$ cat src/rtl/mem_unit_pkg.sv
// Memory unit shared widths, encodings and TLB sizing
`default_nettype none

package mem_unit_pkg;

  // Address split
  localparam int VADDR_W    = 16;
  localparam int PAGE_OFF_W = 8;
  localparam int VTAG_W     = 8;
  localparam int PTAG_W     = 5;
  localparam int PADDR_W    = 13;

  localparam int DATA_W      = 32;
  localparam int MEM_WORDS   = 1024;
  localparam int WORD_ADDR_W = 10;

  localparam int TLB_ENTRIES = 4;
  localparam int TLB_IDX_W   = 2;

  typedef enum logic [1:0] {
    PRIV_U = 2'b00,
    PRIV_S = 2'b01,
    PRIV_M = 2'b11
  } priv_e;

  typedef enum logic {
    OP_LOAD  = 1'b0,
    OP_STORE = 1'b1
  } mem_op_e;

  typedef enum logic [2:0] {
    RESP_OK               = 3'd0,
    RESP_TLB_MISS         = 3'd1,
    RESP_LOAD_PAGE_FAULT  = 3'd2,
    RESP_STORE_PAGE_FAULT = 3'd3,
    RESP_ACCESS_FAULT     = 3'd4
  } resp_code_e;

endpackage

`default_nettype wire
$ cat src/rtl/mem_resp_send.sv
// Response sender holding one finished response on a four-phase handshake
`timescale 1ns/10ps
`default_nettype none

module mem_resp_send
  import mem_unit_pkg::*;
(
  input  wire logic              clk_i,
  input  wire logic              reset_i,
  input  wire logic              valid_i,
  input  wire resp_code_e        code_i,
  input  wire logic [DATA_W-1:0] rdata_i,
  input  wire logic              resp_ack_i,
  output logic                   ready_o,
  output logic                   resp_req_o,
  output resp_code_e             resp_code_o,
  output logic [DATA_W-1:0]      resp_rdata_o
);

  typedef enum logic [1:0] {
    S_IDLE,
    S_REQ,
    S_WAIT_LOW
  } state_e;

  state_e state_q;

  assign ready_o    = (state_q == S_IDLE);
  assign resp_req_o = (state_q == S_REQ);

  always_ff @(posedge clk_i) begin
    if (reset_i) begin
      state_q <= S_IDLE;
    end else begin
      case (state_q)
        S_IDLE:  if (valid_i) state_q <= S_REQ;
        S_REQ:   if (resp_ack_i) state_q <= S_WAIT_LOW;
        default: if (!resp_ack_i) state_q <= S_IDLE;
      endcase
    end
  end

  always_ff @(posedge clk_i) begin
    if (valid_i && ready_o) begin
      resp_code_o  <= code_i;
      resp_rdata_o <= rdata_i;
    end
  end

  a_resp_stable: assert property (
    @(posedge clk_i) disable iff (reset_i)
    (resp_req_o && $past(resp_req_o)) |-> ($stable(resp_code_o) && $stable(resp_rdata_o))
  );

endmodule

`default_nettype wire

$ cat config.mk
export PLATFORM = sky130hd
export DESIGN_NAME = mem_resp_send
export DESIGN_NICKNAME = d
export VERILOG_FILES = /design/src/rtl/mem_unit_pkg.sv /design/src/rtl/mem_resp_send.sv
export SDC_FILE = /design/constraint.sdc
export NUM_CORES = 1
export LEC_CHECK = 0
export ABC_AREA = 1
export BUFFER_PORTS_ARGS = -buffer_cell sky130_fd_sc_hd__buf_2
export CAP_MARGIN = 20
export CORE_UTILIZATION = 43
export CTS_CLUSTER_SIZE = 14
export DETAILED_ROUTE_END_ITERATION = 16
export PLACE_DENSITY = 0.82
export SYNTH_ARGS = -nofsm -noshare
export SYNTH_HDL_FRONTEND = slang
export SYNTH_SLANG_ARGS = --single-unit
$ cat constraint.sdc
create_clock -name clk_i -period 3.5 [get_ports clk_i]
set_clock_uncertainty 0.1 [all_clocks]
set_input_delay 0.525 -clock clk_i [delete_from_list [all_inputs] [get_ports clk_i]]
set_output_delay 0.525 -clock clk_i [all_outputs]
set_load 0.005 [all_outputs]
=== After elaboration in Yosys (flattened, before gate mapping) ===
Index checks and enable logic that the tools add are counted.

* Equal/unequal tests: 4
* Mux-type cells: 4
* Reductions and logical operators: 3

{| class="wikitable"
|+ Operators with widths
! operator !! count
|-
| $mux 2 || 3
|-
| $ne 2x2->1 const B || 2
|-
| $pmux 2 s2 || 1
|-
| $ne 3x1->1 const B || 1
|-
| $reduce_and 3->1 || 1
|-
| $eq 2x1->1 const B || 1
|-
| $logic_not 2->1 || 1
|-
| $logic_and 1x1->1 || 1
|}

* Flip-flop bits (word level): 37
* Bits of input ports: 39
* Output and inout bits: 37
* Word-level logic and storage cells: 14

=== Logic depth before layout (Yosys ltp) ===
* Word-level depth: 3
* Gate-level depth with buffers: 5
* Depth with buffers taken out: 5

=== Least setup slack after synthesis ===
No wires, ideal clock.

* Path type: in2reg
* Start: input valid_i
* End: register resp_code_o[0] (enable)
* Library setup time: 0.390 ns
* Arrival time: 1.295 ns
* Required time: 3.010 ns
* Setup slack: 1.716 ns
* Stages: 2
* Buffers on the path: 0
* Cell sequence: nand2_1 > inv_1

* Longest elaborated chain between the ends: 1

{| class="wikitable"
|+ RTL lines
! what !! RTL line !! source
|-
| from (decl) || mem_resp_send.sv:10 || <nowiki>input wire logic valid_i,</nowiki>
|-
| $logic_and 1x1->1 || mem_resp_send.sv:44 || <nowiki>if (valid_i && ready_o) begin</nowiki>
|-
| to (signal assigned) || mem_resp_send.sv:45 || <nowiki>resp_code_o <= code_i;</nowiki>
|-
| to (decl) || mem_resp_send.sv:16 || <nowiki>output resp_code_e resp_code_o,</nowiki>
|}

No other way between the ends.
A chain may end at the register's enable or synchronous reset.

=== Final worst setup path ===
* Start: register state_q[0]
* End: output resp_req_o

* Longest elaborated chain between the ends: 1

{| class="wikitable"
|+ RTL lines
! what !! RTL line !! source
|-
| from (decl) || mem_resp_send.sv:26 || <nowiki>state_e state_q;</nowiki>
|-
| from (signal assigned) || mem_resp_send.sv:33 || <nowiki>state_q <= S_IDLE;</nowiki>
|-
| from (signal assigned) || mem_resp_send.sv:36 || <nowiki>S_IDLE: if (valid_i) state_q <= S_REQ;</nowiki>
|-
| from (signal assigned) || mem_resp_send.sv:37 || <nowiki>S_REQ: if (resp_ack_i) state_q <= S_WAIT_LOW;</nowiki>
|-
| $eq 2x1->1 || mem_resp_send.sv:29 || <nowiki>assign resp_req_o = (state_q == S_REQ);</nowiki>
|-
| to (decl) || mem_resp_send.sv:15 || <nowiki>output logic resp_req_o,</nowiki>
|}

No other way between the ends.

==> flow_summary.toml <==
[run_status]
run_status = "finished clean"

[cells_and_area]
antennaDiodeCount = 0
drive_gt1_share_pct = 63.4
nFillCells = 171
post-route-cell-area_um2 = 1650
area.growth.synth_to_final_pct = 43.3
nets = 172

[clocking]
clock-sinks = 37
post_cts_resized = 0
clockBufferDepth = 2
cts_tree = "yes"
worstSkewPairLatency_ns = 0.32
root_buffer = "clkbuf_4"
post_cts_buffers = 0
numCtsBuffers = 5
clkTransAtPathRegs_ns = 0.11
cts-htree-levels = 2
hold_buffers = 0

[power_and_ir_drop]
power.density_nw_per_um2 = 532
peakVddDrop_v = 0.000426
power_leakage_nw = 0.728
fin_total_pwr_w = 0.000880

[route]
met2WireLength_mm = 1.20
postRouteAntennaNets = 0
vias = 746
first_pass_iters = 4
wl_per_cell_um = 14.2
wl_met1_um = 858
viasPerCell = 4.55
wl_mm = 2.32
topRoutingLayerUsed = "met4"
drc = 0
wl_met3_um = 245
first_iter_violations = 9

[global_routing]
grt_pass1_wl_mm = 3.02
grt_pass1_vias = 657
antenna_found_initial = 0
groute.usage.overall_pct = 16.8
grt-ovfl-total = 0
grt_max_degree = 32

[place]
place_congestion = 0.654
place_area_um2 = 1570
dp_hpwl_mm = 1.84
port-buffer-count = 75

[yosys]
synth_fp_nets = 89
synthCells = 50
ys_warn_count = 0
yosysSeqAreaShare_pct = 94.6
syn_area_um2 = 1150
syn_area_per_cell_um2 = 23.1
synth.distinct_cells = 8
synth-seq-cells = 37

[min_path]
hold_path.class = "input pin to flip-flop"

[die]
die_y_um = 53.8
rows = 18
die-width_um = 53.8
initial_core_util_pct = 46.1
io_pins = 76
die_area_um2 = 2890
core-area_um2 = 2500

[worst_setup_path]
critPathLaunchType = "flip-flop"
cp-end-kind = "output port"
cp_slowest_cell = "dfxtp_1"
critical_path.cell_chain = "inv_1 -> nor2_1 -> buf_2"
arrival_ns = 0.99
worstPathMaxFanout = 3
max_stage_delay_ns = 0.42
critPathKind = "flip-flop to output port"
cp.required_ns = 2.87

[sta]
worstMarginPinSlew_ns = 0.371
period_minus_slack_ns = 1.62
setup_violations = 0
slew_headroom_pct = 75.3
drv_slew = 0
setup_tns_ns = 0
hold_viol_final = 0
rsz0062_at_grt = "false"
fmax_mhz = 619
period_share_pct = 46.2

[flow_run]
maxCapViolCount = 0
-- kinds of logic (layout without fill, tap and decap cells) --
group / count (synthesis) / after routing / synth area share [%]
buffers and inverters: 4 / 88 / 1.30
and+or+nand+nor: 8 / 8 / 3.36
DFF: 37 / 37 / 94.6
AOI/OAI and AO/OA: 1 / 1 / 0.759
-- final timing paths --
check                               start                         end  slack, ns  cells past startpoint
setup / recovery  state_q[0]$_SDFFE_PP0P_                  resp_req_o       1.88                      3
hold / removal                rdata_i[13]  resp_rdata_o[13]$_DFFE_PP_       0.26                      1
setup reg to reg  state_q[1]$_SDFFE_PP0P_  resp_rdata_o[11]$_DFFE_PP_       1.92                      4
hold reg to reg   state_q[0]$_SDFFE_PP0P_     state_q[0]$_SDFFE_PP0P_       0.47                      2
-- layer usage --
layer | vias up | track usage (%)
met5 | - | 0
met4 | 0 | 10.5
met3 | 4 | 7.34
met2 | 48 | 28.2
met1 | 343 | 16.8
li1 | 351 | -
-- through the flow --
step | setup slack [ns] | hold WS, ns | std cells | utilization (%)
after floorplan | 1.72 | 0.387 | 50 | -
after global placement | 1.86 | 0.400 | 156 | 63.0
after detailed placement | 1.81 | 0.452 | 156 | 63.0
after CTS | 1.87 | 0.251 | 164 | 66.1
after global routing | 1.77 | 0.226 | 164 | 66.1
final | 1.88 | 0.264 | 164 | 66.1
-- cell usage in the layout (no fill, tap or decap) --
cell type	instances
a21oi_2	1
buf_2	75
buf_4	1
bufinv_16	1
clkbuf_4	5
clkinv_1	1
clkinvlp_4	1
dfxtp_1	2
edfxtp_1	35
inv_1	4
nand2_1	5
nor2_1	1
nor2_4	1
nor3_1	1
-- worst max-delay path, delay by kind of cell, from the launching register on --
kind / cells / cell delay [ns]
flops: 1 / 0.42
buf+inv: 2 / 0.17
simple gates: 1 / 0.08
-- cell type report --
| type | count | area [um^2] | share of cell area (%) |
|---|---|---|---|
| tap | 30 | 37.5 | 2.27 |
| inverter | 4 | 15.0 | 0.908 |
| sequential | 37 | 1090 | 66.0 |
| multi-input combinational | 9 | 47.5 | 2.88 |
| clock inverter | 3 | 41.3 | 2.50 |
| clock buffer | 5 | 37.5 | 2.27 |
| timing repair buffer | 76 | 383 | 23.2 |
-- cell usage after synthesis, drive strengths merged --
master / instances / share of area (%)
a21oi: 1 / 0.76
nand2: 5 / 1.6
nor2: 2 / 1.3
dfxtp: 2 / 3.5
nor3: 1 / 0.43
inv: 4 / 1.3
edfxtp: 35 / 91
-- sequential cells by signal (all words and copies together), names as in the netlist --
signal	count
state_q	2
resp_code_o	3
resp_rdata_o	32
-- report_power, final --
part / internal [W] / switching [W] / total [W]
Combinational: 0.0000365 / 0.0000374 / 0.0000740
Clock: 0.000148 / 0.000130 / 0.000278
Sequential: 0.000520 / 0.00000826 / 0.000528
Note: power is estimated with default switching activity, not from simulation.
