==> src/rtl/mem_unit_pkg.sv <==
// Memory unit shared widths, encodings and TLB sizing
`default_nettype none

package mem_unit_pkg;

  // Address split
  localparam int VADDR_W    = 16;
  localparam int PAGE_OFF_W = 8;
  localparam int VTAG_W     = 8;
  localparam int PTAG_W     = 5;
  localparam int PADDR_W    = 13;

  localparam int DATA_W      = 32;
  localparam int MEM_WORDS   = 1024;
  localparam int WORD_ADDR_W = 10;

  localparam int TLB_ENTRIES = 4;
  localparam int TLB_IDX_W   = 2;

  typedef enum logic [1:0] {
    PRIV_U = 2'b00,
    PRIV_S = 2'b01,
    PRIV_M = 2'b11
  } priv_e;

  typedef enum logic {
    OP_LOAD  = 1'b0,
    OP_STORE = 1'b1
  } mem_op_e;

  typedef enum logic [2:0] {
    RESP_OK               = 3'd0,
    RESP_TLB_MISS         = 3'd1,
    RESP_LOAD_PAGE_FAULT  = 3'd2,
    RESP_STORE_PAGE_FAULT = 3'd3,
    RESP_ACCESS_FAULT     = 3'd4
  } resp_code_e;

endpackage

`default_nettype wire
==> src/rtl/mem_cmd_accept.sv <==
// Command receiver taking four-phase requests into the first pipeline register
`timescale 1ns/10ps
`default_nettype none

module mem_cmd_accept
  import mem_unit_pkg::*;
(
  input  wire logic               clk_i,
  input  wire logic               reset_i,
  input  wire logic               cmd_req_i,
  input  wire mem_op_e            cmd_op_i,
  input  wire logic [VADDR_W-1:0] cmd_vaddr_i,
  input  wire logic [DATA_W-1:0]  cmd_wdata_i,
  input  wire priv_e              priv_i,
  input  wire logic               sum_i,
  input  wire logic               ready_i,
  output logic                    cmd_ack_o,
  output logic                    valid_o,
  output mem_op_e                 op_o,
  output logic [VADDR_W-1:0]      vaddr_o,
  output logic [DATA_W-1:0]       wdata_o,
  output priv_e                   priv_o,
  output logic                    sum_o
);

  typedef enum logic [1:0] {
    S_IDLE,
    S_ACK,
    S_WAIT_LOW
  } state_e;

  state_e state_q;
  logic   load;

  // Take a request only with room in the stage register
  assign load      = (state_q == S_IDLE) && cmd_req_i && (!valid_o || ready_i);
  assign cmd_ack_o = (state_q == S_ACK);

  always_ff @(posedge clk_i) begin
    if (reset_i) begin
      // A request held high through reset is not taken
      state_q <= S_WAIT_LOW;
      valid_o <= 1'b0;
    end else begin
      case (state_q)
        S_IDLE:     if (load) state_q <= S_ACK;
        S_ACK:      if (!cmd_req_i) state_q <= S_IDLE;
        default:    if (!cmd_req_i) state_q <= S_IDLE;
      endcase
      if (load) begin
        valid_o <= 1'b1;
      end else if (ready_i) begin
        valid_o <= 1'b0;
      end
    end
  end

  always_ff @(posedge clk_i) begin
    if (load) begin
      op_o    <= cmd_op_i;
      vaddr_o <= cmd_vaddr_i;
      wdata_o <= cmd_wdata_i;
      priv_o  <= priv_i;
      sum_o   <= sum_i;
    end
  end

  a_ack_needs_req: assert property (
    @(posedge clk_i) disable iff (reset_i) $rose(cmd_ack_o) |-> cmd_req_i
  );

endmodule

`default_nettype wire

==> config.mk <==
export PLATFORM = sky130hd
export DESIGN_NAME = mem_cmd_accept
export DESIGN_NICKNAME = d
export VERILOG_FILES = /design/src/rtl/mem_unit_pkg.sv /design/src/rtl/mem_cmd_accept.sv
export SDC_FILE = /design/constraint.sdc
export NUM_CORES = 1
export LEC_CHECK = 0
export BUFFER_PORTS_ARGS = -buffer_cell sky130_fd_sc_hd__buf_2
export CAP_MARGIN = 20
export CORE_ASPECT_RATIO = 0.8
export CORE_MARGIN = 2
export CORE_UTILIZATION = 41
export DETAILED_ROUTE_END_ITERATION = 12
export HOLD_SLACK_MARGIN = 0.15
export PLACE_DENSITY = 0.78
export REMOVE_ABC_BUFFERS = 1
export SYNTH_ARGS = -nofsm -noshare
export SYNTH_HDL_FRONTEND = slang
export SYNTH_SLANG_ARGS = --single-unit
==> constraint.sdc <==
create_clock -name clk_i -period 2.76 [get_ports clk_i]
set_input_delay 0 -clock clk_i [delete_from_list [all_inputs] [get_ports clk_i]]
set_output_delay 0 -clock clk_i [all_outputs]
set_load 0.03 [all_outputs]
# After elaboration in Yosys (flattened, before gate mapping)
# Index checks and enable logic that the tools add are counted.
[op_classes]
n_eq_ne = 3
muxes = 5
n_reduce_logical = 7
[op_table]
columns = ["operator", "count"]
rows = [
  ["2-to-1 mux 2 bit", 3],
  ["== test 2 x 1 -> 1 bit (second input constant)", 1],
  ["logical AND 1 bit", 2],
  ["logical NOT 2 bit", 1],
  ["2-to-1 mux 1 bit", 2],
  ["inequality test 2 x 1 -> 1 bit (second input constant)", 1],
  ["inequality test 2 bit (second input constant)", 1],
  ["AND reduction 2 bit", 1],
  ["nonzero test 2 bit", 1],
  ["logical NOT 1 bit", 1],
  ["logical OR 1 bit", 1],
]
[totals]
regBits = 55
input_bits = 56
out_inout_bits = 54
elab_cells = 22

# Logic depth before layout (Yosys ltp)
[logic_depth]
ltp_word = 5
depth_mapped = 2
mapped_depth_nobuf = 2

# Worst setup path after synthesis
# Ideal clock, no wire load.
[synth_path]
path_type = "register -> register"
startpoint = "register valid_o"
endpoint = "register op_o, enable pin"
setup_time_ns = 0.415
arrival_time_ns = 1.831
required_ns = 2.345
slack_ns = 0.514
stages_incl_launch_ff = 3
n_path_buf = 0
synth_period_minus_slack_ns = 2.246
path_cell_list = "dfxtp_1 > nand2b_1 > and3_1"
[synth_via]
elab_chain_cells = 3
[synth_rtl]
columns = ["item", "line", "source"]
rows = [
  ["start, declared", "mem_cmd_accept.sv:18", "output logic valid_o,"],
  ["start signal, assigned", "mem_cmd_accept.sv:43", "valid_o <= 1'b0;"],
  ["start signal, assigned", "mem_cmd_accept.sv:51", "valid_o <= 1'b1;"],
  ["start signal, assigned", "mem_cmd_accept.sv:53", "valid_o <= 1'b0;"],
  ["logical NOT 1 bit", "mem_cmd_accept.sv:36", "assign load = (state_q == S_IDLE) && cmd_req_i && (!valid_o || ready_i);"],
  ["logical OR 1 bit", "mem_cmd_accept.sv:36", ""],
  ["logical AND 1 bit", "mem_cmd_accept.sv:36", ""],
  ["net load", "mem_cmd_accept.sv:33", "logic load;"],
  ["end signal, assigned", "mem_cmd_accept.sv:60", "op_o <= cmd_op_i;"],
  ["end, declared", "mem_cmd_accept.sv:19", "output mem_op_e op_o,"],
]
# The timed path passes the listed nets, and every way through them passes these cells.
# A chain may end at the register's enable or synchronous reset.

# Worst setup path in the final report
[layout_path]
startpoint = "input ready_i"
endpoint = "register wdata_o[22], enable pin"
[layout_via]
elab_chain_cells = 2
[layout_rtl]
columns = ["item", "line", "source"]
rows = [
  ["start, declared", "mem_cmd_accept.sv:16", "input wire logic ready_i,"],
  ["logical OR 1 bit", "mem_cmd_accept.sv:36", ""],
  ["logical AND 1 bit", "mem_cmd_accept.sv:36", ""],
  ["net load", "mem_cmd_accept.sv:33", ""],
  ["end signal, assigned", "mem_cmd_accept.sv:62", "wdata_o <= cmd_wdata_i;"],
  ["end, declared", "mem_cmd_accept.sv:21", "output logic [DATA_W-1:0] wdata_o,"],
]
# The timed path passes the listed nets, and every way through them passes these cells.

==> flow_metrics.env <==
export IMPL_wirelength_mm=4.86
export IMPL_clkSlewWorstSetupHoldPaths_ns=0.10
export IMPL_end_kind="flop"
export IMPL_synthFlopType="edfxtp_1"
export IMPL_cp_slowest_cell="dlygate4sd3_1"
export IMPL_worstHoldStart="cmd_vaddr_i[14]"
export IMPL_vias_per_cell=4.39
export IMPL_synth_edff_count=52
export IMPL_regToRegStartpoint="state_q[0]"
export IMPL_grt_pass1_wl_mm=7.16
export IMPL_synth_area_top_cells="edfxtp_1 (91%), dfxtp_1 (3.5%), o32ai_2 (0.95%)"
export IMPL_cap_viol_max_count=0
export IMPL_place_congestion=0.726
export IMPL_clkSinkCount=55
export IMPL_htree_num_levels=2
export IMPL_worst_setup_path_start_kind="input port"
export IMPL_worstMarginPinSlew_ns=0.416
export IMPL_insertion_delay_ns=0.30
export IMPL_power_density_cell_area_mw_per_mm2=538
export IMPL_die_h_um=61.8
export IMPL_ys_seq_area_share_pct=94.7
export IMPL_grt_usage_pct=20.8
export IMPL_worstPathRequired_ns=2.75
export IMPL_ys_types=11
export IMPL_synthesis_area_mm2=0.00171
export IMPL_holdPathStages=2
export IMPL_drv_slew=0
export IMPL_grt_pass1_vias=1335
export IMPL_min_to="vaddr_o[14]"
export IMPL_crit_path_cell_trace="dlygate4sd3_1, buf_2, nand2b_1, and3_2, buf_4"
export IMPL_arrival_ns=1.60
export IMPL_drc=0
export IMPL_rsz0062_at_grt="false"
export IMPL_cp_max_fo=21
export IMPL_cts_root_buf="clkbuf_8"
export IMPL_grt_max_degree=22
export IMPL_placeableCoreArea_mm2=0.00390
export IMPL_io_pins=110
export IMPL_synthArstFlopShare_pct=0
export IMPL_fin_crit_ns=1.61
export IMPL_dieArea_mm2=0.00471
export IMPL_r2r_end="wdata_o[22]"
export IMPL_grt_antenna_before_repair=0
export IMPL_drive_gt1_share_pct=51.7
export IMPL_power_switching_uw=371
export IMPL_yosysTopAreaCell="edfxtp_1"
export IMPL_first_pass_iters=4
export IMPL_rrSetupSlack_ns=1.16
export IMPL_vias=1294
export IMPL_start_util_pct=43.8
export IMPL_synth_top_area_share_pct=91.2
export IMPL_cts_path_max_buffers=2
export IMPL_die_w_um=76.2
export IMPL_clock_skew_ns=0.00677
export IMPL_crit_start="ready_i"
export IMPL_p_leak_uw=0.00126
export IMPL_setup_viol=0
export IMPL_fmax_ghz=0.621
export IMPL_pwr_share_seq_pct=59.8
export IMPL_grt_overflow=0
export IMPL_use_met1_pct=24.1
export IMPL_synth_common_cells="edfxtp_1 (52), dfxtp_1 (3), nor2b_1 (2)"
export IMPL_cpPeakStageDelay_ns=0.52
export IMPL_yosysWarnings=0
export IMPL_slew_headroom_pct=72.3
export IMPL_cts_setup_buffers=0
export IMPL_pwr_share_comb_pct=13.7
export IMPL_rows=20
export IMPL_fin_nets=295
export IMPL_intPower_uw=1240
export IMPL_antenna_cells=0
export IMPL_outcome="finished, final reports clean"
export IMPL_hold_viol_final=0
export IMPL_wl_per_cell_um=16.5
export IMPL_critical_path_class="in -> reg"
export IMPL_clkPwrFrac_pct=26.5
export IMPL_port_buffers=109
export IMPL_synth_most_common_cell="edfxtp_1"
export IMPL_synthCells=65
export IMPL_worst_hold_slack_ns=0.408
export IMPL_synth_seq_cells=55
export IMPL_rr_worst_depth=3
export IMPL_worstHoldPathType="in -> reg"
export IMPL_fill_cells=240
export IMPL_top_usage_layer="met2"
export IMPL_ant_nets=0
export IMPL_cts_buffers=5
export IMPL_cts_repair_resized=0
export IMPL_gr_usage_met3_pct=5.64
export IMPL_cts_tree="built"
export IMPL_synthToLayoutAreaGrowth_pct=74.9
export IMPL_period_share_pct=58.4
export IMPL_sw_frac_of_total_pct=23.1
export IMPL_ir_drop_v=0.000400
export IMPL_setup_tns_ns=0
export IMPL_use_met2_pct=39.8
export IMPL_avgSynthCellArea_um2=26.3
export IMPL_dr_first_iter_drc_count=65
-- metal layers --
layer / vias up / wire (µm)
met5: - / 0
met4: 0 / 59
met3: 6 / 327
met2: 66 / 2550
met1: 621 / 1920
li1: 601 / -
-- area by class of cell --
class                           count  area [µm²]  share of cell area [%]
Multi-Input combinational cell     10        91.3                    3.05
Tap cell                           55        68.8                    2.30
Clock buffer                        6        72.6                    2.42
Clock inverter                      2        17.5                   0.585
Sequential cell                    55        1620                    54.2
Timing Repair Buffer              167        1120                    37.5
-- power by group through the flow --
stage | clock [µW] | sequential [µW] | combinational (µW)
floorplan | 0 | 1040 | 19.4
global placement | 0 | 978 | 151
detailed placement | 0 | 980 | 155
CTS | 434 | 961 | 216
global route | 472 | 965 | 232
finish | 427 | 963 | 221
-- worst max-delay path: cells and delay by family --
kind / cells / cell delay [ns]
and+or+nand+nor: 2 / 0.61
buffers and inverters: 3 / 0.99
-- how the worst max path moves through the flow --
stage | cells after the start | end
6_report | 5 | wdata_o[22]
5_1_grt | 5 | priv_o[1]
4_1_cts | 5 | vaddr_o[4]
3_5_place_dp | 3 | vaddr_o[4]
3_3_place_gp | 3 | wdata_o[30]
2_1_floorplan | 2 | op_o
-- cell usage in the layout (no fill, tap or decap), types with 2 or more instances in the layout --
cell and instances:
edfxtp_1 52, dfxtp_1 3, dlygate4sd3_1 56, clkinv_4 2, clkbuf_8 5, buf_2 109, buf_4 2, nor2b_1 2
-- registers in the layout, summed over array words and instances (netlist names) --
| name | count |
|---|---|
| wdata_o | 32 |
| vaddr_o | 16 |
| priv_o | 2 |
| state_q | 2 |
| op_o | 1 |
| sum_o | 1 |
| valid_o | 1 |
-- stage by stage --
stage	total power [µW]	cells	util, %	worst slack [ns]	area, µm²
final	1610	295	76.7	1.15	2990
after CTS	1610	295	76.7	1.12	2990
after floorplan	1060	65	-	0.514	1710
after global routing	1670	295	76.7	1.05	2990
after detailed placement	1130	231	60.0	1.14	2340
after global placement	1130	231	60.0	1.23	2340
-- kinds of logic (layout without fill, tap and decap cells) --
logic type,Yosys count,count (layout),share of synthesized area [%]
simple gates,8,8,3.80
compound gates,2,2,1.46
buf+inv,0,175,0
flops,55,55,94.7
-- repair_timing --
item,in CTS,in global routing
endpoints found under the hold margin,55,0
hold buffers,56,0
setup endpoints to repair,0,0
Note: power is estimated with default switching activity, not from simulation.
