==> src/rtl/mem_unit_pkg.sv <==
// Memory unit shared widths, encodings and TLB sizing
`default_nettype none

package mem_unit_pkg;

  // Address split
  localparam int VADDR_W    = 16;
  localparam int PAGE_OFF_W = 8;
  localparam int VTAG_W     = 8;
  localparam int PTAG_W     = 5;
  localparam int PADDR_W    = 13;

  localparam int DATA_W      = 32;
  localparam int MEM_WORDS   = 1024;
  localparam int WORD_ADDR_W = 10;

  localparam int TLB_ENTRIES = 4;
  localparam int TLB_IDX_W   = 2;

  typedef enum logic [1:0] {
    PRIV_U = 2'b00,
    PRIV_S = 2'b01,
    PRIV_M = 2'b11
  } priv_e;

  typedef enum logic {
    OP_LOAD  = 1'b0,
    OP_STORE = 1'b1
  } mem_op_e;

  typedef enum logic [2:0] {
    RESP_OK               = 3'd0,
    RESP_TLB_MISS         = 3'd1,
    RESP_LOAD_PAGE_FAULT  = 3'd2,
    RESP_STORE_PAGE_FAULT = 3'd3,
    RESP_ACCESS_FAULT     = 3'd4
  } resp_code_e;

endpackage

`default_nettype wire
==> src/rtl/mem_fault_check.sv <==
// Permission and range check stage producing the word address and response code
`timescale 1ns/10ps
`default_nettype none

module mem_fault_check
  import mem_unit_pkg::*;
(
  input  wire logic                  clk_i,
  input  wire logic                  reset_i,
  input  wire logic                  valid_i,
  input  wire mem_op_e               op_i,
  input  wire logic [PAGE_OFF_W-1:0] offset_i,
  input  wire logic [DATA_W-1:0]     wdata_i,
  input  wire priv_e                 priv_i,
  input  wire logic                  sum_i,
  input  wire logic                  hit_i,
  input  wire logic                  translated_i,
  input  wire logic [PTAG_W-1:0]     ptag_i,
  input  wire logic                  u_i,
  input  wire logic                  w_i,
  input  wire logic                  ready_i,
  output logic                       ready_o,
  output logic                       valid_o,
  output mem_op_e                    op_o,
  output logic [WORD_ADDR_W-1:0]     waddr_o,
  output logic [DATA_W-1:0]          wdata_o,
  output resp_code_e                 code_o
);

  logic [PADDR_W-1:0] paddr;
  logic               priv_fault;
  resp_code_e         code_d;

  assign ready_o = !valid_o || ready_i;
  assign paddr   = {ptag_i, offset_i};

  assign priv_fault = translated_i &&
                      (((priv_i == PRIV_U) && !u_i) || ((priv_i == PRIV_S) && u_i && !sum_i));

  // Miss, privilege, write, then range
  always_comb begin
    if (!hit_i) begin
      code_d = RESP_TLB_MISS;
    end else if ((op_i == OP_LOAD) && priv_fault) begin
      code_d = RESP_LOAD_PAGE_FAULT;
    end else if ((op_i == OP_STORE) && (priv_fault || !w_i)) begin
      code_d = RESP_STORE_PAGE_FAULT;
    end else if (ptag_i >= PTAG_W'(MEM_WORDS >> (PAGE_OFF_W - 2))) begin
      code_d = RESP_ACCESS_FAULT;
    end else begin
      code_d = RESP_OK;
    end
  end

  always_ff @(posedge clk_i) begin
    if (reset_i) begin
      valid_o <= 1'b0;
    end else if (ready_o) begin
      valid_o <= valid_i;
    end
  end

  always_ff @(posedge clk_i) begin
    if (valid_i && ready_o) begin
      op_o    <= op_i;
      waddr_o <= paddr[WORD_ADDR_W+1:2];
      wdata_o <= wdata_i;
      code_o  <= code_d;
    end
  end

endmodule

`default_nettype wire

==> config.mk <==
export PLATFORM = sky130hd
export DESIGN_NAME = mem_fault_check
export DESIGN_NICKNAME = d
export VERILOG_FILES = /design/src/rtl/mem_unit_pkg.sv /design/src/rtl/mem_fault_check.sv
export SDC_FILE = /design/constraint.sdc
export NUM_CORES = 1
export LEC_CHECK = 0
export ABC_AREA = 1
export BUFFER_PORTS_ARGS = -buffer_cell sky130_fd_sc_hd__buf_4
export CORE_MARGIN = 3
export CORE_UTILIZATION = 43
export DETAILED_ROUTE_END_ITERATION = 10
export GPL_ROUTABILITY_DRIVEN = 0
export HOLD_SLACK_MARGIN = 0.1
export PLACE_DENSITY = 0.91
export SETUP_SLACK_MARGIN = 0.05
export SLEW_MARGIN = 20
export SYNTH_ARGS = -nofsm -noshare
export SYNTH_HDL_FRONTEND = slang
export SYNTH_SLANG_ARGS = --single-unit
==> constraint.sdc <==
create_clock -name clk_i -period 5.6 [get_ports clk_i]
set_input_delay 0.56 -clock clk_i [delete_from_list [all_inputs] [get_ports clk_i]]
set_output_delay 0.56 -clock clk_i [all_outputs]
set_load 0.05 [all_outputs]
# --- Yosys cells after proc, flatten, opt, wreduce, memory -nomap -nowiden ---
# Index checks and enable logic that the tools add are counted.
totals:
  latch_bits: 0
  mem_bits_ro: 0
  memories: 0
  register_bits: 47
  ramBits: 0
  wordCells: 29
op_classes:
  shifts: 0
  n_reduce_logical: 16
  bitwise: 2
  n_mux: 3
  div_mod_pow: 0
  magnitude_cmp: 1
  addsub: 0
  n_mul: 0
  eq_ne: 1
ops:
  columns: ["operator", "count"]
  rows:
  - ["logical AND 1 bit", 7]
  - [">= comparator 5 bit, second input constant", 1]
  - ["logical NOT 1 bit", 4]
  - ["2-to-1 mux 2 bit", 2]
  - ["logical OR 1 bit", 3]
  - ["2-to-1 mux 3 bit", 1]
  - ["OR reduction 3 bit", 1]
  - ["equality test 2 x 1 -> 1 bit, second input constant", 1]
  - ["logical NOT 2 bit", 1]
  - ["inverter 1 bit", 2]

# --- Depth between registers and ports, before layout ---
# Gate-level depths: netlist of the first run.
depth:
  depth_word: 9
  depth_mapped: 5
  mapped_depth_nobuf: 5

# --- Least setup slack after synthesis of the first run ---
# No wires, ideal clock.
synth_timing:
  kind: "input to register"
  start: "input port valid_i"
  end: "register code_o[0], enable pin"
  cell_stages: 2
  setup_slack_ns: 2.287
  arrival_time_ns: 2.849
  setup_time_ns: 0.464
  path_cell_list: "inv_1 a21oi_1"
synth_between:
  elab_chain_cells: 1
synth_lines:
  columns: ["element", "line", "rtl"]
  rows:
  - ["start: declaration", "mem_fault_check.sv:10", "input wire logic valid_i,"]
  - ["logical AND 1 bit", "mem_fault_check.sv:64", "if (valid_i && ready_o) begin"]
  - ["end signal: assignment", "mem_fault_check.sv:68", "code_o <= code_d;"]
  - ["end: declaration", "mem_fault_check.sv:27", "output resp_code_e code_o"]
# No other way between the ends.
# A chain may end at the register's enable or synchronous reset.

# --- Final worst setup path of the first run ---
layout_timing:
  start: "register valid_o"
  end: "output port ready_o"
layout_between:
  elab_chain_cells: 2
layout_lines:
  columns: ["element", "line", "rtl"]
  rows:
  - ["start: declaration", "mem_fault_check.sv:23", "output logic valid_o,"]
  - ["start signal: assignment", "mem_fault_check.sv:59", "valid_o <= valid_i;"]
  - ["logical NOT 1 bit", "mem_fault_check.sv:34", "assign ready_o = !valid_o || ready_i;"]
  - ["logical OR 1 bit", "mem_fault_check.sv:34", null]
  - ["end: declaration", "mem_fault_check.sv:22", "output logic ready_o,"]
# No other way between the ends.

==> results.toml, run 1 <==
[status]
status = "finished clean"

[clock_tree]
cts_resized = 0
hold_buffers = 0
clk_path_buf_depth = 2
cts_tree = "yes"
htree_levels = 2
cts.clk_slew.worst_paths_ns = 0.12
clkSinkCount = 47
clock_latency_ns = 0.36
cts_root_buf = "clkbuf_4"
post_cts_buffers = 0
numCtsBuffers = 5

[logic_synthesis]
synth_cell_types = 11
syn-mean-instance-area_um2 = 22.0
ys_warn_count = 0
synth.top_cell.area_share = 0.924
netlist_area_mm2 = 0.00150
synth_ff_type = "edfxtp_1"
yosysMostFrequentCell = "edfxtp_1"
ys_ff_latch = 47
synth.largest_area_cell = "edfxtp_1"
synthCells = 68
ys_seq_area_frac = 0.937
synth_edf_count = 46
synth_top_cells_by_count = "edfxtp_1, nand2_1, a21oi_1"
syn_nets = 125
ys_top_cells_by_area = "edfxtp_1, a21oi_1, nand2_1"
synthArstFlopShare = 0

[critical_path]
r2r_start = "valid_o"
arrival_ns = 1.06
end_kind = "output port"
cp_max_fo = 3
rr_endpoint = "waddr_o[9]"
startpoint_type = "flip-flop"
worst_ep_required_time_ns = 5.04
reg2reg_depth = 2
crit_type = "flip-flop to output port"
r2r_slack_ns = 4.22

[drt]
dr_total_vias = 1034
wl_um = 4140
vias_per_cell = 4.64
drt_iter0_markers = 97
ant_nets = 0
wire_per_inst_um = 18.6
drc = 0
first_pass_iters = 4

[placed_design]
place_hpwl_um = 3090
port_buffers = 102

[floorplanning]
die_height_um = 65.0
core_mm2 = 0.00318
die_area_mm2 = 0.00422
dieWidth_um = 65.0
rows = 20
start_util = 0.470
ios = 105

[sta]
holdWs_ns = 0.355
slew_headroom = 0.620
min_period_over_period = 0.290
min_period_ns = 1.62
finalSetupViolCount = 0
clock.fmax_ghz = 0.615
worstMarginPinSlew_ns = 0.570
maxSlewViolCount = 0
rsz0062_at_grt = "false"
clock-skew-final_ns = 0.0131
hold_viol = 0
setup_tns_ns = 0

[grt]
gr-usage-met1 = 0.217
grtUsageMet3 = 0.0832
grt_max_degree = 47
grt_pass1_vias = 1035
grt_util_all_layers = 0.197
grt_pass1_wl_um = 5690
grt_overflow = 0
met2_usage = 0.338
busiest_layer = "met2"
antenna_found_initial = 0

[pwr]
finalPower_w = 0.000807
p_per_area_mw_per_mm2 = 331
vdd_drop_max_uv = 150
p_leak_nw = 1.05

[final_layout]
drive_gt1_frac = 0.642
nNetsFinal = 235
antenna_cells = 0
area_delta_synth_final_pct = 62.9
final_util = 0.767

[min_path]
hold_depth = 2
hold_path_class = "input pin to flip-flop"
min_from = "reset_i"
hold_end = "valid_o"

[flow_run]
max_cap_violations = 0
[registers in the layout, summed over array words and instances, names as in the netlist]
name,count
code_o,3
op_o,1
valid_o,1
waddr_o,10
wdata_o,32
[stage by stage]
step	cells	area, um^2	setup slack (ns)
final	223	2440	3.98
after global routing	223	2440	3.90
after CTS	223	2440	3.95
after detailed placement	215	2330	3.92
after global placement	215	2330	3.96
after floorplan	68	1500	2.29
[critical path: stages, from the launching register on]
cell	delay (ns)
dfxtp_1	0.43
nand2_1	0.09
buf_4	0.19
[cell families (layout without fill, tap and decap cells)]
family          Yosys count  count (layout)  synth area share
compound gates            6               6            0.0226
simple gates              9               9            0.0251
buf+inv                   6             117            0.0151
flops                    47              47             0.937
[power breakdown]
| group | switching (W) | internal [W] |
|---|---|---|
| sequential | 0.00000693 | 0.000411 |
| clock | 0.000101 | 0.000139 |
| combinational | 0.0000977 | 0.0000509 |
[layout make-up]
type | instances | area, um^2
Inverter | 6 | 22.5
Timing Repair Buffer | 103 | 773
Tap cell | 44 | 55.1
Clock inverter | 2 | 60.1
Clock buffer | 6 | 41.3
Fill cell | 181 | 742
Multi-Input combinational cell | 15 | 82.6
Sequential cell | 47 | 1400
[cell usage in the layout (no fill, tap or decap)]
master / synthesis / final
nor2_2: 1 / 1
o21ai_2: 1 / 1
buf_4: 0 / 103
a21oi_4: 0 / 1
clkbuf_1: 0 / 1
dfxtp_1: 1 / 1
inv_2: 2 / 2
clkbuf_4: 0 / 5
bufinv_16: 0 / 2
nand3_1: 1 / 1
a21oi_1: 5 / 4
edfxtp_1: 46 / 46
nand2_1: 6 / 6
clkinv_1: 1 / 1
nor2_1: 1 / 1
inv_1: 3 / 3
[worst max-delay path by stage]
stage	from	to	cells after the start
after floorplan	valid_i	code_o[0]	2
after global placement	valid_i	wdata_o[13]	4
after detailed placement	valid_i	wdata_o[13]	4
after CTS	valid_o	ready_o	2
after global routing	valid_o	ready_o	2
final	valid_o	ready_o	2
[layer usage]
metal  vias to the layer above  share of wire
met5                         -              0
met4                         0          0.012
met3                         4           0.11
met2                        64           0.52
met1                       493           0.35
li1                        473              -
Power figures use the tool's default switching activity.
==> run 2: changes to the inputs <==
--- a/config.mk
+++ b/config.mk
@@ -8,11 +8,11 @@
 export ABC_AREA = 1
 export BUFFER_PORTS_ARGS = -buffer_cell sky130_fd_sc_hd__buf_4
 export CORE_MARGIN = 3
-export CORE_UTILIZATION = 43
+export CORE_UTILIZATION = 40
 export DETAILED_ROUTE_END_ITERATION = 10
 export GPL_ROUTABILITY_DRIVEN = 0
 export HOLD_SLACK_MARGIN = 0.1
-export PLACE_DENSITY = 0.91
+export PLACE_DENSITY = 0.86
 export SETUP_SLACK_MARGIN = 0.05
 export SLEW_MARGIN = 20
 export SYNTH_ARGS = -nofsm -noshare
==> constraint.sdc (replaced) <==
create_clock -name clk_i -period 1.6 [get_ports clk_i]
set_input_delay 0.16 -clock clk_i [delete_from_list [all_inputs] [get_ports clk_i]]
set_output_delay 0.16 -clock clk_i [all_outputs]
set_load 0.05 [all_outputs]
==> results.toml, run 2 (synthesized netlist as in run 1, its figures left out) <==
[clock_tree]
cts.clk_slew.worst_paths_ns = 0.08
numCtsBuffers = 5
clock_latency_ns = 0.30
cts_resized = 0
clkSinkCount = 47
clk_path_buf_depth = 2
cts_tree = "yes"
htree_levels = 2
cts_root_buf = "clkbuf_8"

[final_layout]
largest_reg_flops = 32
area_delta_synth_final_pct = 95.6
fillers = 172
largestRegisters = "wdata_o: 32 flops, waddr_o: 10 flops, code_o: 3 flops"
layout.cells.most_common = "buf_4"
fin_cells = 270
final_cell_mix = "buf_4, edfxtp_1, dlygate4sd3_1"
antenna_cells = 0
nNetsFinal = 280
drive_gt1_frac = 0.527
largest_register = "wdata_o"

[min_path]
hold_path_class = "input pin to flip-flop"

[floorplanning]
core_mm2 = 0.00347
rows = 21
die_height_um = 67.1
die_area_mm2 = 0.00451
ios = 105
dieWidth_um = 67.1
start_util = 0.431

[sta]
worstMarginPinSlew_ns = 0.381
clock.fmax_ghz = 0.844
finalSetupViolCount = 0
maxSlewViolCount = 0
min_period_over_period = 0.741
slew_headroom = 0.746
rsz0062_at_grt = "false"
min_period_ns = 1.19
hold_viol = 0
clock-skew-final_ns = 0.0128

[pwr]
p_leak_nw = 1.26
p_clk_frac = 0.329
comb_power_share = 0.200
vdd_drop_max_uv = 748
finalPower_w = 0.00311
seq_power_share = 0.471
p_int_w = 0.00231
power_switching_w = 0.000803
swShare = 0.258
p_per_area_mw_per_mm2 = 1060

[placed_design]
port_buffers = 102
dp.cells = 218

[drt]
drt_iter0_markers = 75
drc = 0
first_pass_iters = 4
ant_nets = 0
vias_per_cell = 4.54
wl_um = 5300
dr_total_vias = 1227
wire_per_inst_um = 19.6

[critical_path]
startpoint_type = "flip-flop"
arrival_ns = 1.14
cp_max_fo = 30
crit_type = "flip-flop to flip-flop"
end_kind = "flip-flop"
worst_ep_required_time_ns = 1.56

[flow_run]
max_cap_violations = 0

[grt]
grt_util_all_layers = 0.241
grt_overflow = 0
antenna_found_initial = 0
grt_max_degree = 31
grt_pass1_wl_um = 7480
grt_pass1_vias = 1312

[status]
status = "finished clean"
run 2: worst max-delay path: stages (launching register included):
cell and delay (ns):
dfxtp_4 0.36, a21oi_4 0.12, buf_4 0.37
run 2: layout make-up:
| cell class | count | area, um^2 | area share |
|---|---|---|---|
| Inverter | 6 | 22.5 | 0.00770 |
| Tap cell | 46 | 57.6 | 0.0197 |
| Sequential cell | 47 | 1410 | 0.480 |
| Multi-Input combinational cell | 15 | 82.6 | 0.0282 |
| Clock buffer | 5 | 68.8 | 0.0235 |
| Timing Repair Buffer | 148 | 1220 | 0.417 |
| Clock inverter | 3 | 67.6 | 0.0231 |
run 2: final timing paths:
| check | startpoint | endpoint | slack [ns] | cells past startpoint |
|---|---|---|---|---|
| min reg2reg | valid_o | valid_o | 0.54 | 2 |
| min | ready_i | valid_o | 0.16 | 4 |
| max reg2reg | valid_o | wdata_o[0] | 0.41 | 2 |
| max | valid_o | wdata_o[0] | 0.41 | 2 |
run 2: timing repair:
action,in CTS,in global routing
setup buffers,0,0
hold buffers,44,0
hold endpoints to repair,44,0
run 2: per-stage QoR:
stage | setup TNS, ns | instance area, um^2 | hold slack (ns) | setup slack, ns | util
detailed placement | 0 | 2350 | 0.310 | 0.431 | 0.677
CTS | 0 | 2930 | 0.154 | 0.421 | 0.843
floorplan | -1.44 | 1510 | 0.219 | -0.0313 | -
finish | 0 | 2930 | 0.161 | 0.415 | 0.843
global placement | 0 | 2350 | 0.310 | 0.463 | 0.677
global route | 0 | 2930 | 0.171 | 0.353 | 0.843
run 2: per-layer routing:
layer  wire [um]  vias up  GRT usage
li1            -      560          -
met1        2120      582      0.291
met2        2680       76      0.423
met3         443        9     0.0765
met4          56        0     0.0506
met5           0        -          0
run 2: power groups by stage:
stage / Combinational [W] / Clock (W) / Sequential, W
after floorplan: 0.0000435 / 0 / 0.00173
after global placement: 0.000512 / 0 / 0.00148
after detailed placement: 0.000524 / 0 / 0.00149
after CTS: 0.000614 / 0.00101 / 0.00146
after global routing: 0.000647 / 0.00109 / 0.00147
final: 0.000623 / 0.00102 / 0.00147
