<file path="src/rtl/mem_unit_pkg.sv">
// Memory unit shared widths, encodings and TLB sizing
`default_nettype none

package mem_unit_pkg;

  // Address split
  localparam int VADDR_W    = 16;
  localparam int PAGE_OFF_W = 8;
  localparam int VTAG_W     = 8;
  localparam int PTAG_W     = 5;
  localparam int PADDR_W    = 13;

  localparam int DATA_W      = 32;
  localparam int MEM_WORDS   = 1024;
  localparam int WORD_ADDR_W = 10;

  localparam int TLB_ENTRIES = 4;
  localparam int TLB_IDX_W   = 2;

  typedef enum logic [1:0] {
    PRIV_U = 2'b00,
    PRIV_S = 2'b01,
    PRIV_M = 2'b11
  } priv_e;

  typedef enum logic {
    OP_LOAD  = 1'b0,
    OP_STORE = 1'b1
  } mem_op_e;

  typedef enum logic [2:0] {
    RESP_OK               = 3'd0,
    RESP_TLB_MISS         = 3'd1,
    RESP_LOAD_PAGE_FAULT  = 3'd2,
    RESP_STORE_PAGE_FAULT = 3'd3,
    RESP_ACCESS_FAULT     = 3'd4
  } resp_code_e;

endpackage

`default_nettype wire
</file>
<file path="src/rtl/mem_translate.sv">
// TLB with fill, flush and round-robin replacement plus the registered lookup stage
`timescale 1ns/10ps
`default_nettype none

module mem_translate
  import mem_unit_pkg::*;
(
  input  wire logic                  clk_i,
  input  wire logic                  reset_i,
  input  wire logic                  valid_i,
  input  wire mem_op_e               op_i,
  input  wire logic [VADDR_W-1:0]    vaddr_i,
  input  wire logic [DATA_W-1:0]     wdata_i,
  input  wire priv_e                 priv_i,
  input  wire logic                  sum_i,
  input  wire logic                  ready_i,
  input  wire logic                  tlb_fill_v_i,
  input  wire logic [VTAG_W-1:0]     tlb_fill_vtag_i,
  input  wire logic [PTAG_W-1:0]     tlb_fill_ptag_i,
  input  wire logic                  tlb_fill_u_i,
  input  wire logic                  tlb_fill_w_i,
  input  wire logic                  tlb_flush_i,
  output logic                       ready_o,
  output logic                       valid_o,
  output mem_op_e                    op_o,
  output logic [PAGE_OFF_W-1:0]      offset_o,
  output logic [DATA_W-1:0]          wdata_o,
  output priv_e                      priv_o,
  output logic                       sum_o,
  output logic                       hit_o,
  output logic                       translated_o,
  output logic [PTAG_W-1:0]          ptag_o,
  output logic                       u_o,
  output logic                       w_o
);

  logic [TLB_ENTRIES-1:0] tlb_v_q;
  logic [VTAG_W-1:0]      tlb_vtag_q [TLB_ENTRIES];
  logic [PTAG_W-1:0]      tlb_ptag_q [TLB_ENTRIES];
  logic [TLB_ENTRIES-1:0] tlb_u_q;
  logic [TLB_ENTRIES-1:0] tlb_w_q;
  logic [TLB_IDX_W-1:0]   rr_q;

  logic [VTAG_W-1:0]      look_vtag;
  logic [TLB_ENTRIES-1:0] look_match;
  logic [TLB_IDX_W-1:0]   look_idx;
  logic                   fill_hit;
  logic [TLB_IDX_W-1:0]   fill_idx;
  logic                   xlate_on;

  assign look_vtag = vaddr_i[VADDR_W-1:PAGE_OFF_W];
  assign xlate_on  = (priv_i != PRIV_M);
  assign ready_o   = !valid_o || ready_i;

  always_comb begin
    look_match = '0;
    look_idx   = '0;
    fill_hit   = 1'b0;
    fill_idx   = rr_q;
    for (int i = 0; i < TLB_ENTRIES; i++) begin
      look_match[i] = tlb_v_q[i] && (tlb_vtag_q[i] == look_vtag);
      if (look_match[i]) begin
        look_idx = TLB_IDX_W'(i);
      end
      // Refill of a present vtag reuses its slot
      if (tlb_v_q[i] && (tlb_vtag_q[i] == tlb_fill_vtag_i)) begin
        fill_hit = 1'b1;
        fill_idx = TLB_IDX_W'(i);
      end
    end
  end

  always_ff @(posedge clk_i) begin
    if (reset_i) begin
      tlb_v_q <= '0;
      rr_q    <= '0;
      valid_o <= 1'b0;
    end else begin
      if (tlb_flush_i) begin
        tlb_v_q <= '0;
      end
      if (tlb_fill_v_i) begin
        tlb_v_q[fill_idx] <= 1'b1;
        if (!fill_hit) begin
          rr_q <= rr_q + 1'b1;
        end
      end
      if (ready_o) begin
        valid_o <= valid_i;
      end
    end
  end

  always_ff @(posedge clk_i) begin
    if (tlb_fill_v_i) begin
      tlb_vtag_q[fill_idx] <= tlb_fill_vtag_i;
      tlb_ptag_q[fill_idx] <= tlb_fill_ptag_i;
      tlb_u_q[fill_idx]    <= tlb_fill_u_i;
      tlb_w_q[fill_idx]    <= tlb_fill_w_i;
    end
  end

  always_ff @(posedge clk_i) begin
    if (valid_i && ready_o) begin
      op_o         <= op_i;
      offset_o     <= vaddr_i[PAGE_OFF_W-1:0];
      wdata_o      <= wdata_i;
      priv_o       <= priv_i;
      sum_o        <= sum_i;
      translated_o <= xlate_on;
      // Machine mode passes the address through with open permissions
      hit_o        <= xlate_on ? |look_match : 1'b1;
      ptag_o       <= xlate_on ? tlb_ptag_q[look_idx] : vaddr_i[PADDR_W-1:PAGE_OFF_W];
      u_o          <= xlate_on ? tlb_u_q[look_idx] : 1'b1;
      w_o          <= xlate_on ? tlb_w_q[look_idx] : 1'b1;
    end
  end

  a_tlb_unique: assert property (
    @(posedge clk_i) disable iff (reset_i) valid_i |-> $onehot0(look_match)
  );

endmodule

`default_nettype wire

</file>
<file path="config.mk">
export PLATFORM = sky130hd
export DESIGN_NAME = mem_translate
export DESIGN_NICKNAME = d
export VERILOG_FILES = /design/src/rtl/mem_unit_pkg.sv /design/src/rtl/mem_translate.sv
export SDC_FILE = /design/constraint.sdc
export NUM_CORES = 1
export LEC_CHECK = 0
export BUFFER_PORTS_ARGS = -buffer_cell sky130_fd_sc_hd__buf_2
export CORE_MARGIN = 2
export CORE_UTILIZATION = 25
export CTS_CLUSTER_SIZE = 28
export DETAILED_ROUTE_END_ITERATION = 7
export PLACE_DENSITY_LB_ADDON = 0.1
export SETUP_SLACK_MARGIN = 0.05
export SLEW_MARGIN = 30
export SYNTH_ARGS = -nofsm -noshare
export SYNTH_HDL_FRONTEND = slang
export SYNTH_SLANG_ARGS = --single-unit
</file>
<file path="constraint.sdc">
create_clock -name clk_i -period 2.6 [get_ports clk_i]
set_input_delay 0.52 -clock clk_i [delete_from_list [all_inputs] [get_ports clk_i]]
set_output_delay 0.52 -clock clk_i [all_outputs]
set_load 0.03 [all_outputs]
</file>
# --- Yosys cells after proc, flatten, opt, wreduce, memory -nomap -nowiden ---
# Memory sizes are Yosys's and may differ from the RTL's.
# Cells that the tools add are included.
totals:
  reg_bits: 68
  latch_bits: 0
  ramBits: 52
  romBits: 0
  input_bits: 73
  output_inout_bits: 55
  elab_cells: 71
  memories: 2
op_classes:
  addsub: 1
  mul: 0
  div: 0
  magnitude_cmp: 3
  eq_ne: 9
  shift: 0
  n_mux: 25
  n_bitwise: 2
  n_reduce_logical: 14
mem_list:
  columns: ["memory", "words", "word_bits", "read_ports", "rd_clocked_by_memory_dff", "write_ports", "line_no", "text"]
  rows:
  - ["tlb_vtag_q", 4, 8, 4, 0, 1, "mem_translate.sv:38", "logic [VTAG_W-1:0] tlb_vtag_q [TLB_ENTRIES];"]
  - ["tlb_ptag_q", 4, 5, 1, 0, 1, "mem_translate.sv:39", "logic [PTAG_W-1:0] tlb_ptag_q [TLB_ENTRIES];"]
op_table:
  columns: ["operator", "count"]
  rows:
  - ["8-bit equality test", 8]
  - ["2-bit 2-to-1 mux", 6]
  - ["4-bit 2-to-1 mux", 3]
  - ["1-bit logical AND", 10]
  - ["1-bit 2-to-1 mux", 10]
  - ["4-bit bitwise mux", 2]
  - ["2-bit by 3-bit less-than comparator with 1-bit output, second input constant", 2]
  - ["5-bit 2-to-1 mux", 1]
  - ["1-bit binary-select mux with 2-bit select", 2]
  - ["4-bit bitwise OR", 1]
  - ["4-bit OR reduction", 1]
  - ["2-bit by 1-bit adder with 2-bit output, second input constant", 1]
  - ["1-bit demux with 2-bit select", 1]
  - ["2-bit by 1-bit greater-or-equal comparator with 1-bit output, second input constant", 1]
  - ["2-bit != test, second input constant", 1]
  - ["2-bit AND reduction", 1]
  - ["1-bit zero test", 1]
  - ["1-bit logical OR", 1]
  - ["1-bit inverter", 1]

# --- Longest topological paths before layout ---
# An unclocked memory read counts as a cell.
logic_depth:
  ltp_word: 13
  ltp_mapped: 8

# --- Least setup slack after synthesis ---
# No wires, ideal clock.
synth_path:
  path_kind: "input to register"
  from: "in ready_i"
  to: "reg hit_o (enable)"
  setup_time_ps: 416
  arrival_time_ps: 2163
  required_time_ps: 2184
  path_slack_ps: 21
  path_stages: 2
  n_path_buf: 0
  cell_sequence: "nand2b_1 and2_1"
synth_between:
  elab_chain_len: 2
synth_lines:
  columns: ["element", "line_no", "text"]
  rows:
  - ["start: declaration", "mem_translate.sv:16", "input wire logic ready_i,"]
  - ["1-bit logical OR", "mem_translate.sv:53", "assign ready_o = !valid_o || ready_i;"]
  - ["1-bit logical AND", "mem_translate.sv:104", "if (valid_i && ready_o) begin"]
  - ["end signal: assignment", "mem_translate.sv:112", "hit_o <= xlate_on ? |look_match : 1'b1;"]
  - ["end: declaration", "mem_translate.sv:30", "output logic hit_o,"]
# Every way passes these cells.
# A chain may end at the register's enable or synchronous reset.

==> results summary <==
For the worst setup path, the data arrival time is 2.36 ns. The antenna violation net count after detailed routing is 0. The number of synthesized flops with an enable pin came out at approximately 110. The finished cells cover 0.006520 sq mm. The most common cell in the synthesized netlist is sky130_fd_sc_hd__edfxtp_1.

The detailed-route vias per instance is between 4 and 5. The tightest min-delay check is of the input pin to flip-flop type. The die outline height is 143.2 um. STA classifies the critical path endpoint as a flip-flop. Dividing total power by cell area gives a power density of roughly 800 mW/mm^2.

The number of max-slew violations in the final report came out at 0. The post-layout minimum cycle time is 2.203 ns. At the pin with the least slew margin, the transition time is 0.5303 ns. The fill cell instance count of the final layout is 1877. The worst slack at placement came out at 0.1363 ns. STA classifies the critical path startpoint as a flip-flop. The clock tree synthesis step divided the H-tree into 4 levels. The area taken by flip-flops and latches came out at 0.003533 sq mm. In this run the deepest clock path goes through 2 buffers. The first global-routing pass estimated 17970 um of wire. The largest stage delay on the critical path is 0.43 ns. The fmax is 454.0 MHz. Entering global routing, the biggest net connects 54 pins. Once placement finished, the instance area stood at 0.005896 sq mm. The post-synthesis sequential element count came out at 120. The post-cts sizing count came out at 0.

At the later pin of the worst-skew pair, clock insertion delay measures 0.41 ns. The smallest setup slack after layout came out at between 0.3 and 0.4 ns. In the post-synthesis netlist, the biggest area contributors are sky130_fd_sc_hd__edfxtp_1 70%, sky130_fd_sc_hd__xnor2_1 8.3%, sky130_fd_sc_hd__xor2_1 3.3%. For this run, the number of Yosys warnings is 0. The global router's overall resource usage is 12.25%. The launch point of the worst path is tlb_vtag_q[1][5]$_DFFE_PP_. The number of antenna diodes came out at 0. The total number of vias is 2967. The initial antenna violation count came out at 0. Setup repair after global routing left no endpoint under its margin. Max-cap violations in this run came to 0. The most used flip-flop cell after synthesis is sky130_fd_sc_hd__edfxtp_1. The run finished with clean final reports. The largest vdd supply drop is 424.8 uV. The total routed wirelength is 12000 um. The routed wirelength normalized by instance count came out at 16.71 um. For this block, the initial DRC count from the detailed router was 137.

The synthesized instance count came out at about 300. The setup TNS came out at 0 ns. The root buffer cell chosen for the clock tree is sky130_fd_sc_hd__clkbuf_16. Of all nets on the critical path, the largest fanout is 8. Summed over its instances, the top area cell type makes up 70.08% of the synthesized netlist area.

The remaining max-slew budget at the tightest pin is 64.32%. Counting every sink on the clock net gives 120. The critical path goes through xnor2_1 > nand4_1 > nor3_4 > mux2_2 > mux2i_1 > o21ai_0. The post-route clock period utilization came out at 84.72%.

The die covers 0.02050 sq mm. The total core area is 0.01883 sq mm. The worst setup path is of the flip-flop to flip-flop kind. The weighted congestion at the end of routability-driven global placement is 0.7593. The net count of the finished layout came out at 518. The initial utilization of the core area, before any placement, comes to 25.71%. The reg-to-reg startpoint is tlb_vtag_q[1][5]$_DFFE_PP_. The die width is 143.2 um. The cell type with the largest total area after synthesis is sky130_fd_sc_hd__edfxtp_1.

The count of input and output buffers is 127. Ranked by instance count, the synthesized netlist is headed by 113 x sky130_fd_sc_hd__edfxtp_1, 46 x sky130_fd_sc_hd__xnor2_1, 18 x sky130_fd_sc_hd__xor2_1. Synthesis produced a netlist with a net count of 371. The detailed-route DRC error count came out at 0. Each instance of the synthesized netlist takes up on average 16.25 sq um. The number of global-route vias before repair came out at 3086.

The critical path ends at ptag_o[3]$_DFFE_PP_. The multi-input combinational cell area is 0.001231 sq mm. The final hold violation count is 0. The sum of overflow across all layers after global routing is 0. The leakage power total is 2.485 nW. The total iterations of the first detailed-routing run came out at 4. After clock tree synthesis, the clock-pin slew on the worst setup and hold paths is 0.06 ns. The capturing point of the worst reg2reg path is ptag_o[3]$_DFFE_PP_.

The HPWL reported at the end of detailed placement is 8869 um. The TritonCTS buffer count came out at 17. The power after layout came out at roughly 5.2 mW.

The number of buffers inserted to repair setup after CTS came out at 0. Between clock sinks in the finished design, the worst skew comes to around 0.0050 ns. TritonCTS built the clock tree. For flop-to-flop paths, the worst setup slack is 0.40 ns.

The critical path data required time came out at 2.75 ns. The floorplan has 50 rows. Cells with a size suffix above 1 make up 41.27% of the layout. Buffers inserted to repair hold after CTS numbered 0. The count of pins on the block boundary is 128. The post-synthesis cell area is 0.004842 sq mm. The proportion of synthesized chip area in sequential cells came out at 72.97%. The number of failing setup endpoints in the final timing report is 0. Of all flip-flops after synthesis, the portion carrying an async set or reset was 0%.

The length in cells of the worst reg-to-reg path came out at 6. The library cell contributing the largest single delay on the critical path is sky130_fd_sc_hd__nor3_4. The growth of design area from synthesis to finish came out at 34.65%. The synthesized netlist contains 40 unique library cells.
-- worst min path at each step --
| stage | from | to | slack, ns | cells past startpoint |
|---|---|---|---|---|
| 6_report | wdata_i[24] | wdata_o[24]$_DFFE_PP_ | 0.28 | 1 |
| 4_1_cts | wdata_i[28] | wdata_o[28]$_DFFE_PP_ | 0.26 | 1 |
| 2_1_floorplan | tlb_v_q[0]$_SDFF_PP0_ | tlb_v_q[0]$_SDFF_PP0_ | 0.46 | 2 |
| 5_1_grt | wdata_i[28] | wdata_o[28]$_DFFE_PP_ | 0.25 | 1 |
| 3_5_place_dp | tlb_v_q[0]$_SDFF_PP0_ | tlb_v_q[0]$_SDFF_PP0_ | 0.50 | 2 |
| 3_3_place_gp | tlb_v_q[0]$_SDFF_PP0_ | tlb_v_q[0]$_SDFF_PP0_ | 0.51 | 2 |
-- power breakdown --
part	switching, mW	internal (mW)	total [mW]
sequential	0.0335	2.22	2.25
clock	0.878	1.61	2.48
combinational	0.282	0.163	0.445
total	1.19	3.99	5.18
-- placed cells by master, fill, tap and decap left out, drive strengths merged, types with 7 or more instances in the layout --
cell	count
a21oi	14
buf	140
clkbuf	17
clkinv	7
dfxtp	7
edfxtp	113
inv	9
mux2	8
mux2i	7
nand3	7
nand4	8
o21ai	8
xnor2	46
xor2	18
-- cell type report --
| class | instances | share of cell area, % |
|---|---|---|
| Sequential cell | 120 | 54.19 |
| Tap cell | 260 | 4.989 |
| Inverter | 6 | 0.3454 |
| Clock buffer | 17 | 6.525 |
| Timing Repair Buffer | 140 | 12.01 |
| Multi-Input combinational cell | 160 | 18.88 |
| Clock inverter | 15 | 3.051 |
-- registers in the layout (all words and copies together), names as in the netlist, 2 cells and up --
name / count
offset_o: 8
priv_o: 2
ptag_o: 5
rr_q: 2
tlb_ptag_q: 20
tlb_u_q: 4
tlb_v_q: 4
tlb_vtag_q: 32
tlb_w_q: 4
wdata_o: 32
-- through the flow --
| stage | hold slack [ns] | cells | utilization, % |
|---|---|---|---|
| 4_1_cts | 0.2579 | 718 | 34.62 |
| 2_1_floorplan | 0.4629 | 298 | - |
| 3_5_place_dp | 0.5045 | 686 | 31.31 |
| 3_3_place_gp | 0.5105 | 686 | 31.31 |
| 6_report | 0.2809 | 718 | 34.62 |
| 5_1_grt | 0.2510 | 718 | 34.62 |
-- kinds of logic after synthesis --
group | count (synthesis) | synth area share, %
mux | 15 | 3.385
buf+inv | 18 | 1.628
xor+xnor | 64 | 11.58
flops | 120 | 72.97
compound gates | 31 | 3.928
simple gates | 50 | 6.512
-- layer usage --
| layer | part of all wire [%] | GRT usage [%] | routed length, um | vias to the layer above |
|---|---|---|---|---|
| li1 | - | - | - | 1409 |
| met1 | 43 | 15.01 | 5171 | 1422 |
| met2 | 47 | 19.74 | 5677 | 126 |
| met3 | 8.2 | 4.527 | 987 | 10 |
| met4 | 1.3 | 4.534 | 159 | 0 |
| met5 | 0 | 0 | 0 | - |
-- worst max-delay path, delay by kind of cell, from the launching register on --
family | cells | cell delay [ns]
xor+xnor | 1 | 0.28
simple gates | 2 | 0.61
flops | 1 | 0.42
mux | 2 | 0.53
compound gates | 1 | 0.10
Power figures use the tool's default switching activity.
